[src/common/cnn_pkg.sv]
`default_nettype none

package cnn_pkg;

    // Frame and kernel geometry
    localparam int img_w  = 8;
    localparam int k_w    = 3;
    localparam int conv_w = img_w - k_w + 1;
    localparam int pool_w = conv_w / 2;

    localparam int n_pix  = img_w * img_w;
    localparam int n_taps = k_w * k_w;
    localparam int n_out  = pool_w * pool_w;

    typedef logic signed [3:0]  pixel_t;
    typedef logic signed [3:0]  weight_t;

    // Wide enough for 9 taps of 8 by 8 in either sign
    typedef logic signed [11:0] acc_t;

    typedef logic [5:0] pix_addr_t;
    typedef logic [5:0] map_addr_t;
    typedef logic [3:0] tap_idx_t;

    // Edge kernel in row-major order
    localparam weight_t conv_kernel [n_taps] = '{
        4'sd1,  4'sd2, 4'sd1,
        4'sd0, -4'sd4, 4'sd0,
        -4'sd1, 4'sd2, -4'sd1
    };

    // One pixel on its way into the accumulator
    typedef struct packed {
        logic     valid;
        tap_idx_t idx;
        pixel_t   pixel;
    } tap_t;

endpackage

`default_nettype wire
[src/design/cnn_top.sv]
`timescale 1ns/1ps
`default_nettype none

module cnn_top import cnn_pkg::*;
(
    input  wire logic   clk,
    input  wire logic   rst,
    input  wire logic   in_req,
    input  wire pixel_t in_data,
    output logic        in_ack,
    output logic        out_req,
    output acc_t        out_data,
    input  wire logic   out_ack,
    output logic        busy
);

    pix_addr_t pix_addr;
    pixel_t    pix_data;
    logic      frame_loaded;
    logic      frame_released;
    tap_t      tap;
    acc_t      sum;
    logic      sum_valid;
    map_addr_t map_addr;
    acc_t      map_data;
    logic      map_done;

    pixel_loader loader0 (
        .clk            (clk),
        .rst            (rst),
        .in_req         (in_req),
        .in_data        (in_data),
        .in_ack         (in_ack),
        .pix_addr       (pix_addr),
        .pix_data       (pix_data),
        .frame_loaded   (frame_loaded),
        .busy           (busy),
        .frame_released (frame_released)
    );

    conv_scan scan0 (
        .clk          (clk),
        .rst          (rst),
        .frame_loaded (frame_loaded),
        .pix_addr     (pix_addr),
        .pix_data     (pix_data),
        .tap          (tap),
        .sum          (sum),
        .sum_valid    (sum_valid),
        .map_addr     (map_addr),
        .map_data     (map_data),
        .map_done     (map_done)
    );

    conv_mac mac0 (
        .clk       (clk),
        .rst       (rst),
        .tap       (tap),
        .sum       (sum),
        .sum_valid (sum_valid)
    );

    pool_scan pool0 (
        .clk            (clk),
        .rst            (rst),
        .map_done       (map_done),
        .map_addr       (map_addr),
        .map_data       (map_data),
        .out_req        (out_req),
        .out_data       (out_data),
        .out_ack        (out_ack),
        .frame_released (frame_released)
    );

endmodule

`default_nettype wire

[src/pool/pool_scan.sv]
`timescale 1ns/1ps
`default_nettype none

module pool_scan import cnn_pkg::*;
(
    input  wire logic clk,
    input  wire logic rst,
    input  wire logic map_done,
    output map_addr_t map_addr,
    input  wire acc_t map_data,
    output logic      out_req,
    output acc_t      out_data,
    input  wire logic out_ack,
    output logic      frame_released
);

    typedef enum logic [1:0] {ps_idle, ps_read, ps_req, ps_drop} ps_state_t;

    ps_state_t  state;
    tap_idx_t   blk_idx;
    tap_idx_t   blk_row;
    tap_idx_t   blk_col;
    logic [1:0] sub;
    logic       sample;

    // Entry sub of the current 2x2 block
    always_comb
    begin
        blk_row  = tap_idx_t'(blk_idx / pool_w);
        blk_col  = tap_idx_t'(blk_idx % pool_w);
        map_addr = map_addr_t'((2 * blk_row + sub[1]) * conv_w + 2 * blk_col + sub[0]);
    end

    // Entry 0 is already addressed while idle, so it is read on map_done
    assign sample = (state == ps_read) || (state == ps_idle && map_done);

    // Running signed max held through the output handshake
    always_ff @(posedge clk)
    begin
        if (sample && (sub == 2'd0 || map_data > out_data))
        begin
            out_data <= map_data;
        end
    end

    always_ff @(posedge clk)
    begin
        if (rst)
        begin
            state          <= ps_idle;
            blk_idx        <= '0;
            sub            <= '0;
            out_req        <= 1'b0;
            frame_released <= 1'b0;
        end
        else
        begin
            frame_released <= 1'b0;
            if (sample)
            begin
                sub <= sub + 1'b1;
            end
            case (state)
                ps_idle:
                begin
                    if (map_done)
                    begin
                        state <= ps_read;
                    end
                end
                ps_read:
                begin
                    if (sub == 2'd3)
                    begin
                        out_req <= 1'b1;
                        state   <= ps_req;
                    end
                end
                ps_req:
                begin
                    if (out_ack)
                    begin
                        out_req <= 1'b0;
                        state   <= ps_drop;
                    end
                end
                ps_drop:
                begin
                    // Handshake done once the sink drops its ack
                    if (!out_ack)
                    begin
                        if (blk_idx == tap_idx_t'(n_out - 1))
                        begin
                            blk_idx        <= '0;
                            frame_released <= 1'b1;
                            state          <= ps_idle;
                        end
                        else
                        begin
                            blk_idx <= blk_idx + 1'b1;
                            state   <= ps_read;
                        end
                    end
                end
                default: state <= ps_idle;
            endcase
        end
    end

endmodule

`default_nettype wire

[src/conv/conv_mac.sv]
`timescale 1ns/1ps
`default_nettype none

module conv_mac import cnn_pkg::*;
(
    input  wire logic clk,
    input  wire logic rst,
    input  wire tap_t tap,
    output acc_t      sum,
    output logic      sum_valid
);

    acc_t acc;
    acc_t product;
    logic last_tap;

    // Both operands sign-extended before the multiply
    always_comb
    begin
        product  = acc_t'(tap.pixel) * acc_t'(conv_kernel[tap.idx]);
        last_tap = tap.valid && (tap.idx == tap_idx_t'(n_taps - 1));
    end

    always_ff @(posedge clk)
    begin
        if (tap.valid)
        begin
            // Tap 0 starts a new window
            if (tap.idx == '0)
            begin
                acc <= product;
            end
            else
            begin
                acc <= acc + product;
            end
        end
        if (last_tap)
        begin
            sum <= acc + product;
        end
    end

    always_ff @(posedge clk)
    begin
        if (rst)
        begin
            sum_valid <= 1'b0;
        end
        else
        begin
            sum_valid <= last_tap;
        end
    end

endmodule

`default_nettype wire

[src/conv/conv_scan.sv]
`timescale 1ns/1ps
`default_nettype none

module conv_scan import cnn_pkg::*;
(
    input  wire logic      clk,
    input  wire logic      rst,
    input  wire logic      frame_loaded,
    output pix_addr_t      pix_addr,
    input  wire pixel_t    pix_data,
    output tap_t           tap,
    input  wire acc_t      sum,
    input  wire logic      sum_valid,
    input  wire map_addr_t map_addr,
    output acc_t           map_data,
    output logic           map_done
);

    typedef enum logic {cs_idle, cs_run} cs_state_t;

    cs_state_t  state;
    logic [2:0] win_row;
    logic [2:0] win_col;
    tap_idx_t   tap_idx;
    tap_idx_t   k_row;
    tap_idx_t   k_col;
    pix_addr_t  win_base;
    logic       issue;
    map_addr_t  wr_ptr;
    acc_t       map_mem [conv_w * conv_w];

    // Window base plus the kernel offset of the current tap
    always_comb
    begin
        k_row    = tap_idx_t'(tap_idx / k_w);
        k_col    = tap_idx_t'(tap_idx % k_w);
        win_base = pix_addr_t'(win_row * img_w + win_col);
        pix_addr = win_base + pix_addr_t'(k_row * img_w + k_col);
    end

    // First tap goes out on the same edge that sees frame_loaded
    assign issue = (state == cs_run) || frame_loaded;

    always_ff @(posedge clk)
    begin
        tap.idx   <= tap_idx;
        tap.pixel <= pix_data;
        if (rst)
        begin
            state     <= cs_idle;
            win_row   <= '0;
            win_col   <= '0;
            tap_idx   <= '0;
            tap.valid <= 1'b0;
        end
        else
        begin
            tap.valid <= issue;
            if (issue)
            begin
                state <= cs_run;
                if (tap_idx == tap_idx_t'(n_taps - 1))
                begin
                    tap_idx <= '0;
                    // Skip to the next row once the window reaches the right edge
                    if (win_col == 3'(conv_w - 1))
                    begin
                        win_col <= '0;
                        if (win_row == 3'(conv_w - 1))
                        begin
                            win_row <= '0;
                            state   <= cs_idle;
                        end
                        else
                        begin
                            win_row <= win_row + 1'b1;
                        end
                    end
                    else
                    begin
                        win_col <= win_col + 1'b1;
                    end
                end
                else
                begin
                    tap_idx <= tap_idx + 1'b1;
                end
            end
        end
    end

    // Feature map filled in window order
    always_ff @(posedge clk)
    begin
        if (sum_valid)
        begin
            map_mem[wr_ptr] <= sum;
        end
    end

    assign map_data = map_mem[map_addr];

    always_ff @(posedge clk)
    begin
        if (rst)
        begin
            wr_ptr   <= '0;
            map_done <= 1'b0;
        end
        else
        begin
            map_done <= 1'b0;
            if (sum_valid)
            begin
                if (wr_ptr == map_addr_t'(conv_w * conv_w - 1))
                begin
                    wr_ptr   <= '0;
                    map_done <= 1'b1;
                end
                else
                begin
                    wr_ptr <= wr_ptr + 1'b1;
                end
            end
        end
    end

endmodule

`default_nettype wire

[src/design/pixel_loader.sv]
`timescale 1ns/1ps
`default_nettype none

module pixel_loader import cnn_pkg::*;
(
    input  wire logic      clk,
    input  wire logic      rst,
    input  wire logic      in_req,
    input  wire pixel_t    in_data,
    output logic           in_ack,
    input  wire pix_addr_t pix_addr,
    output pixel_t         pix_data,
    output logic           frame_loaded,
    output logic           busy,
    input  wire logic      frame_released
);

    typedef enum logic {ld_wait_req, ld_wait_drop} ld_state_t;

    ld_state_t state;
    pix_addr_t wr_ptr;
    logic      full;
    pixel_t    img_mem [n_pix];

    // Image memory read asynchronously by the convolution scanner
    always_ff @(posedge clk)
    begin
        if (state == ld_wait_req && in_req && !full)
        begin
            img_mem[wr_ptr] <= in_data;
        end
    end

    assign pix_data = img_mem[pix_addr];

    always_ff @(posedge clk)
    begin
        if (rst)
        begin
            state        <= ld_wait_req;
            wr_ptr       <= '0;
            full         <= 1'b0;
            busy         <= 1'b0;
            in_ack       <= 1'b0;
            frame_loaded <= 1'b0;
        end
        else
        begin
            frame_loaded <= 1'b0;
            if (frame_released)
            begin
                full <= 1'b0;
                busy <= 1'b0;
            end
            case (state)
                ld_wait_req:
                begin
                    // A full frame holds off the source until it is released
                    if (in_req && !full)
                    begin
                        in_ack <= 1'b1;
                        busy   <= 1'b1;
                        state  <= ld_wait_drop;
                    end
                end
                ld_wait_drop:
                begin
                    if (!in_req)
                    begin
                        in_ack <= 1'b0;
                        wr_ptr <= wr_ptr + 1'b1;
                        state  <= ld_wait_req;
                        if (wr_ptr == pix_addr_t'(n_pix - 1))
                        begin
                            full         <= 1'b1;
                            frame_loaded <= 1'b1;
                        end
                    end
                end
                default: state <= ld_wait_req;
            endcase
        end
    end

endmodule

`default_nettype wire

[config.mk]
export PLATFORM = sky130hd
export DESIGN_NAME = cnn_top
export DESIGN_NICKNAME = d
export VERILOG_FILES = /design/src/common/cnn_pkg.sv /design/src/design/cnn_top.sv /design/src/pool/pool_scan.sv /design/src/conv/conv_mac.sv /design/src/conv/conv_scan.sv /design/src/design/pixel_loader.sv
export SDC_FILE = /design/constraint.sdc
export NUM_CORES = 1
export LEC_CHECK = 0
export BUFFER_PORTS_ARGS = -buffer_cell sky130_fd_sc_hd__buf_4
export CAP_MARGIN = 15
export CORE_ASPECT_RATIO = 1.5
export CORE_MARGIN = 2
export CORE_UTILIZATION = 60
export DETAILED_ROUTE_END_ITERATION = 10
export PLACE_DENSITY = 0.76
export SKIP_LAST_GASP = 1
export SLEW_MARGIN = 20
export SYNTH_ARGS = -nofsm -noshare
export SYNTH_HDL_FRONTEND = slang
export SYNTH_SLANG_ARGS = --single-unit
[constraint.sdc]
create_clock -name clk -period 18.28 [get_ports clk]
set_input_delay 0 -clock clk [delete_from_list [all_inputs] [get_ports clk]]
set_output_delay 0 -clock clk [all_outputs]
set_load 0.02 [all_outputs]
== Word level (Yosys, flattened, before mapping) ==
Memory sizes are Yosys's and may differ from the RTL's. A register that Yosys moved wholly into a read port is not among the register bits.
Index checks and enable logic that the tools add are counted.

* ROM bits: 64
* Memories kept: 3
* Bits in latches: 0
* Register bits: 81
* RAM bits: 688
* Logic and storage cells: 135

* Add/subtract/negate cells: 14
* $lt $le $gt $ge: 2
* Bitwise gates (word level): 6
* Reduce and logical (&&, ||, !) cells: 24
* Shift operators: 0
* Muxes and demuxes: 40
* Divide/modulo/power cells: 4
* Equal/unequal tests: 17
* Multiply operators: 2

{| class="wikitable"
|+ Memories
! name !! depth !! bits a word !! read ports !! clocked after memory_dff !! wr ports !! RTL line !! RTL
|-
| scan0.map_mem || 36 || 12 || 1 || 0 || 1 || conv_scan.sv:30 || <nowiki>acc_t map_mem [conv_w * conv_w];</nowiki>
|-
| loader0.img_mem || 64 || 4 || 1 || 1 || 1 || pixel_loader.sv:23 || <nowiki>pixel_t img_mem [n_pix];</nowiki>
|-
| (name not given) || 16 || 4 || 1 || 0 || 0 || conv_mac.sv:20 || <nowiki>product = acc_t'(tap.pixel) * acc_t'(conv_kernel[tap.idx]);</nowiki>
|}

{| class="wikitable"
|+ Operator list
! operator !! count
|-
| divider 4 x 2 -> 32 bit (second input constant) || 2
|-
| remainder unit 4 x 2 -> 32 bit (second input constant) || 2
|-
| multiplier 32 x 2 -> 5 bit (second input constant) || 1
|-
| 2-to-1 mux 1 bit || 24
|-
| 2-to-1 mux 4 bit || 4
|-
| adder 12 bit || 1
|-
| adder 6 x 1 -> 6 bit (second input constant) || 2
|-
| equality test 4 bit (second input constant) || 3
|-
| equality test 6 bit (second input constant) || 2
|-
| > comparator 12 bit || 1
|-
| 2-to-1 mux 12 bit || 1
|-
| inequality test 2 bit (second input constant) || 6
|-
| adder 4 x 1 -> 4 bit (second input constant) || 2
|-
| multiplier 4 x 4 -> 8 bit || 1
|-
| 2-to-1 mux 2 bit || 4
|-
| case mux 2 bit (4 select lines) || 1
|-
| AND reduction 2 bit || 4
|-
| adder 3 x 1 -> 3 bit (second input constant) || 2
|-
| adder 5 x 1 -> 6 bit || 1
|-
| adder 6 x 1 -> 6 bit || 1
|-
| adder 6 x 3 -> 6 bit || 1
|-
| adder 6 x 4 -> 6 bit || 1
|-
| adder 6 x 5 -> 6 bit || 1
|-
| adder 6 bit || 1
|-
| other kinds (20) || 40
|}

== Depth between registers and ports, before layout ==
An unclocked memory read counts as a cell.

* Depth in word-level cells: 9
* Depth in mapped cells: 29

== Hierarchy ==
Synthesis repeated with hierarchy kept, for this count alone.

* Cells, all modules: 2015
* Area total of the unflattened synthesis: 33045.4 µm²

{| class="wikitable"
|+ By module, submodules not included
! module !! cells an instance !! times used !! area each (µm²)
|-
| conv_scan || 1069 || 1 || 18500.2
|-
| pixel_loader || 555 || 1 || 10640.2
|-
| conv_mac || 185 || 1 || 1999.4
|-
| pool_scan || 206 || 1 || 1905.6
|}

== Worst setup path before layout ==
No wires, ideal clock.

* Kind: register to register
* From: register pool0.blk_idx[3]
* To: register pool0.out_data[0], enable pin
* Arrival: 5.878 ns
* Setup slack: 12.000 ns
* Period minus slack after synthesis: 6.280 ns
* Library setup time: 0.402 ns
* Path buffers: 2
* Stages on the path, launching flop included: 29
* Required time: 17.878 ns
* Cell sequence: dfxtp_1 > buf_2 > nor2_1 > ha_1 > a211oi_1 > a31oi_4 > xnor2_1 > ha_1 > inv_1 > and2_1 > o21ai_2 > ha_1 > fa_1 > ha_1 > a21oi_1 > xnor2_1 > nor2b_1 > clkbuf_1 > nand3_1 > nand4_1 > o21ai_0 > ha_1 > nor2b_1 > o21a_1 > o21a_1 > o21ai_0 > nand2b_1 > a211oi_1 > o32ai_1

* Longest elaborated chain between the ends: 9
* Elaborated cells on any way between the ends: 10

{| class="wikitable"
|+ Ends and longest elaborated chain
! what !! RTL line !! RTL
|-
| start, declared || pool_scan.sv:20 || <nowiki>tap_idx_t blk_idx;</nowiki>
|-
| start signal, assigned || pool_scan.sv:100 || <nowiki>blk_idx <= blk_idx + 1'b1;</nowiki>
|-
| divider 4 x 2 -> 32 bit || pool_scan.sv:29 || <nowiki>blk_row = tap_idx_t'(blk_idx / pool_w);</nowiki>
|-
| adder 5 x 1 -> 6 bit || pool_scan.sv:31 || <nowiki>map_addr = map_addr_t'((2 * blk_row + sub[1]) * conv_w + 2 * blk_col + sub[0]);</nowiki>
|-
| multiplier 32 x 2 -> 5 bit || pool_scan.sv:31 ||
|-
| adder 6 x 5 -> 6 bit * || pool_scan.sv:31 ||
|-
| adder 6 x 1 -> 6 bit * || pool_scan.sv:31 ||
|-
| memory (36 x 12 bit) * || n/a ||
|-
| named net map_data[1] || cnn_top.sv:25 || <nowiki>acc_t map_data;</nowiki>
|-
| > comparator 12 bit * || pool_scan.sv:40 || <nowiki>if (sample && (sub == 2'd0 || map_data > out_data))</nowiki>
|-
| logical OR 1 bit * || pool_scan.sv:40 ||
|-
| logical AND 1 bit * || pool_scan.sv:40 ||
|-
| end signal, assigned || pool_scan.sv:42 || <nowiki>out_data <= map_data;</nowiki>
|-
| end, declared || pool_scan.sv:12 || <nowiki>output acc_t out_data,</nowiki>
|}

The timed path passes the listed nets; every way through them passes the cells marked *.
A chain may end at the register's enable or synchronous reset.

== Final worst setup path ==
* From: register pool0.blk_idx[2]
* To: register pool0.out_data[3], enable pin

The elaborated chain is that of the path after synthesis.

==> flow_metrics.tcl <==
set metrics [dict create \
    status "finished clean" \
    post_route_cells_drive_above_1_share 0.189 \
    synth-adder-area-share 0.0370 \
    grt_max_degree 66 \
    finalHoldViolations 0 \
    rsz0062_at_grt "no" \
    peakVddDrop_mv 0.111 \
    gp_congestion 0.870 \
    start_util 0.605 \
    place_hpwl_um 44100 \
    cts.sink_count 773 \
    crit_required_ns 18.52 \
    slew_headroom 0.288 \
    cts.clk_slew.worst_paths_ns 0.06 \
    nNetsFinal 2043 \
    synth_top_family_by_area "multiplexers" \
    met3_usage 0.0334 \
    pin_count 23 \
    cts_setup_buffers 0 \
    syn_nets 1982 \
    critPathLaunchType "flop" \
    busiest_layer "met2" \
    synth.top_cells.by_count "724 x edfxtp_1, 174 x nand2_1, 170 x mux4_2" \
    wire_per_inst_um 25.2 \
    setup_viol_count_final 0 \
    fin_crit_ns 7.59 \
    cts-htree-levels 3 \
    critical_path.cell_chain "inv_1 -> nor2_1 -> ha_1 -> nand2b_1 -> a31oi_4 -> xnor2_1 -> ha_1 -> inv_1 -> and2_1 -> o21ai_2 -> ha_1 -> fa_1 -> ha_1 -> a21oi_1 -> xnor2_1 -> nor2b_1 -> nand3_1 -> nand4_1 -> o21ai_0 -> ha_1 -> inv_1 -> o21ai_0 -> a211oi_1 -> o32ai_2" \
    synthSimpleGateAreaFrac 0.0675 \
    synth_edf_count 724 \
    drt-vias-per-instance 6.21 \
    cpMostUsedCell "ha_1" \
    fin_total_pwr_mw 3.65 \
    synth_xor_area_frac 0.0132 \
    synth_top_area_cell "edfxtp_1" \
    worst_slew_pin_slew_ns 1.07 \
    diodes 0 \
    grt_pass1_vias 17700 \
    syn-cell-area_um2 32500 \
    setup-tns-final_ns 0 \
    drtAntennaViolNets 0 \
    ys.flop_type "edfxtp_1" \
    clockRootBuffer "clkbuf_16" \
    hp-class "in -> reg" \
    max_stage_delay_ns 0.90 \
    die_w_um 194 \
    grt_pass1_wl_um 105000 \
    grt_overflow 0 \
    synthArstFlopShare 0 \
    vias 16700 \
    yosysSeqAreaShare 0.700 \
    final_core_utilization 0.669 \
    syn_to_final_growth_pct 10.5 \
    layout.cells.non_filler 2692 \
    cts_tree "done" \
    synth_most_common_cell "edfxtp_1" \
    slew_viol_final 0 \
    num_rows 104 \
    route.detailed.drc 0 \
    critical_path_class "reg -> reg" \
    synth_top_area_share 0.670 \
    clock_latency_ns 0.62 \
    ys_warn_count 0 \
    synth_compound_area_frac 0.0268 \
    grt_usage 0.251 \
    grt_use_met2 0.461 \
    max_freq_mhz 132 \
    drt-pass1-iter-count 6 \
    wl_um 67900 \
    antenna_found_initial 1 \
    power.leakage_nw 11.7 \
    yosysUniqueCellTypes 65 \
    first_iter_violations 1450 \
    cts.path.max_buffers 3 \
    die_area_um2 56000 \
    core_area_um2 53600 \
    synthMuxAreaShare 0.137 \
    critPathMaxFanout 12 \
    cts_buffers 70 \
    cp.arrival_ns 7.83 \
    cpMaxStageDelayCell "nor2b_1" \
    yosys_register_bits 773 \
    yosys-top-cells-area "edfxtp_1 67%, mux4_2 12%, dfxtp_1 3.0%, ha_1 2.8%, nand2_1 2.0%" \
    finalCritPeriodShare 0.415 \
    syn_avg_cell_area_um2 17.2 \
    skew_ns 0.0199 \
    cap_violations 0 \
    synthCells 1887 \
    dp.cells 2555 \
    port_buffers 22 \
    gr-usage-met1 0.287 \
    die_h_um 289 \
    power.density_nw_per_um2 102 \
    end_kind "flop" \
]
==> worst max-delay path: cells and delay by family (launching register included) <==
family | cells | cell delay [ns]
AO/OA/AOI/OAI | 7 | 2.13
adder cells (fa/ha/maj) | 6 | 2.02
AND/OR/NAND/NOR | 6 | 1.85
XOR/XNOR | 2 | 0.58
flip-flops | 1 | 0.42
buffers and inverters | 3 | 0.23
==> layout by cell type (no fill, tap or decap), drive strengths merged, types with 49 or more instances in the layout <==
cell    instances
edfxtp        724
nor2          160
nand3          56
a21oi          52
dfxtp          49
clkbuf         95
mux4          180
buf            63
ha             72
inv            58
nand2         174
==> what timing repair did <==
item | CTS | global route
setup endpoints to repair | 0 | 0
endpoints found under the hold margin | 293 | 0
hold buffers | 9 | 0
resized for setup | 0 | 0
==> cells by family (layout without fill, tap and decap cells) <==
| group | count (synthesis) | in the layout |
|---|---|---|
| flip-flops | 773 | 773 |
| AND/OR/NAND/NOR | 492 | 492 |
| multiplexers | 213 | 213 |
| AO/OA/AOI/OAI | 137 | 137 |
| buffers and inverters | 137 | 253 |
| adder cells (fa/ha/maj) | 87 | 87 |
| XOR/XNOR | 48 | 48 |
==> registers in the layout (all words and copies together), names as in the netlist, 2 cells and up <==
| signal | count |
|---|---|
| scan0.tap_idx | 4 |
| loader0.img_mem | 256 |
| pool0.out_data | 12 |
| pool0.sub | 2 |
| mac0.acc | 12 |
| scan0.tap | 9 |
| scan0.map_mem | 432 |
| pool0.state | 2 |
| scan0.win_col | 3 |
| pool0.blk_idx | 4 |
| scan0.win_row | 3 |
| scan0.wr_ptr | 6 |
| mac0.sum | 12 |
| loader0.wr_ptr | 6 |
==> report_power, final <==
group          switching [mW]  leakage [nW]  internal [mW]  total (mW)
clock network           0.625          1.08          0.812        1.44
registers              0.0173          6.91           1.93        1.95
logic                   0.136          3.73          0.131       0.266
total                   0.778          11.7           2.87        3.65
==> final cells by class <==
type	count	area (µm²)
tap	689	862
multi-input combinational	977	9270
timing repair buffer	72	571
sequential	773	22700
inverter	54	203
fill	3537	17700
clock buffer	95	1950
clock inverter	32	297
==> metrics by stage <==
| stage | area, µm² | hold WS (ns) | setup WS (ns) |
|---|---|---|---|
| after floorplan | 32500 | 0.0899 | 12.00 |
| after global placement | 33500 | 0.284 | 10.86 |
| after detailed placement | 33500 | 0.312 | 10.76 |
| after CTS | 35800 | 0.326 | 10.66 |
| after global routing | 35900 | 0.374 | 10.20 |
| final | 35900 | 0.348 | 10.69 |
==> per-layer routing <==
metal / up-vias / part of all wire
li1: 7449 / -
met1: 8489 / 0.35
met3: 164 / 0.052
met4: 2 / 0.054
met2: 621 / 0.54
met5: - / 0.00019
==> worst paths after layout <==
kind | from | end | slack (ns) | cells after the start
worst max-delay path | pool0.blk_idx[2] | pool0.out_data[3] | 10.69 | 24
worst min-delay path | rst | loader0.wr_ptr[4] | 0.35 | 3
worst max register to register | pool0.blk_idx[2] | pool0.out_data[3] | 10.69 | 24
worst min register to register | scan0.tap_idx[0] | scan0.tap[4] | 0.42 | 0
Power figures use the tool's default switching activity.
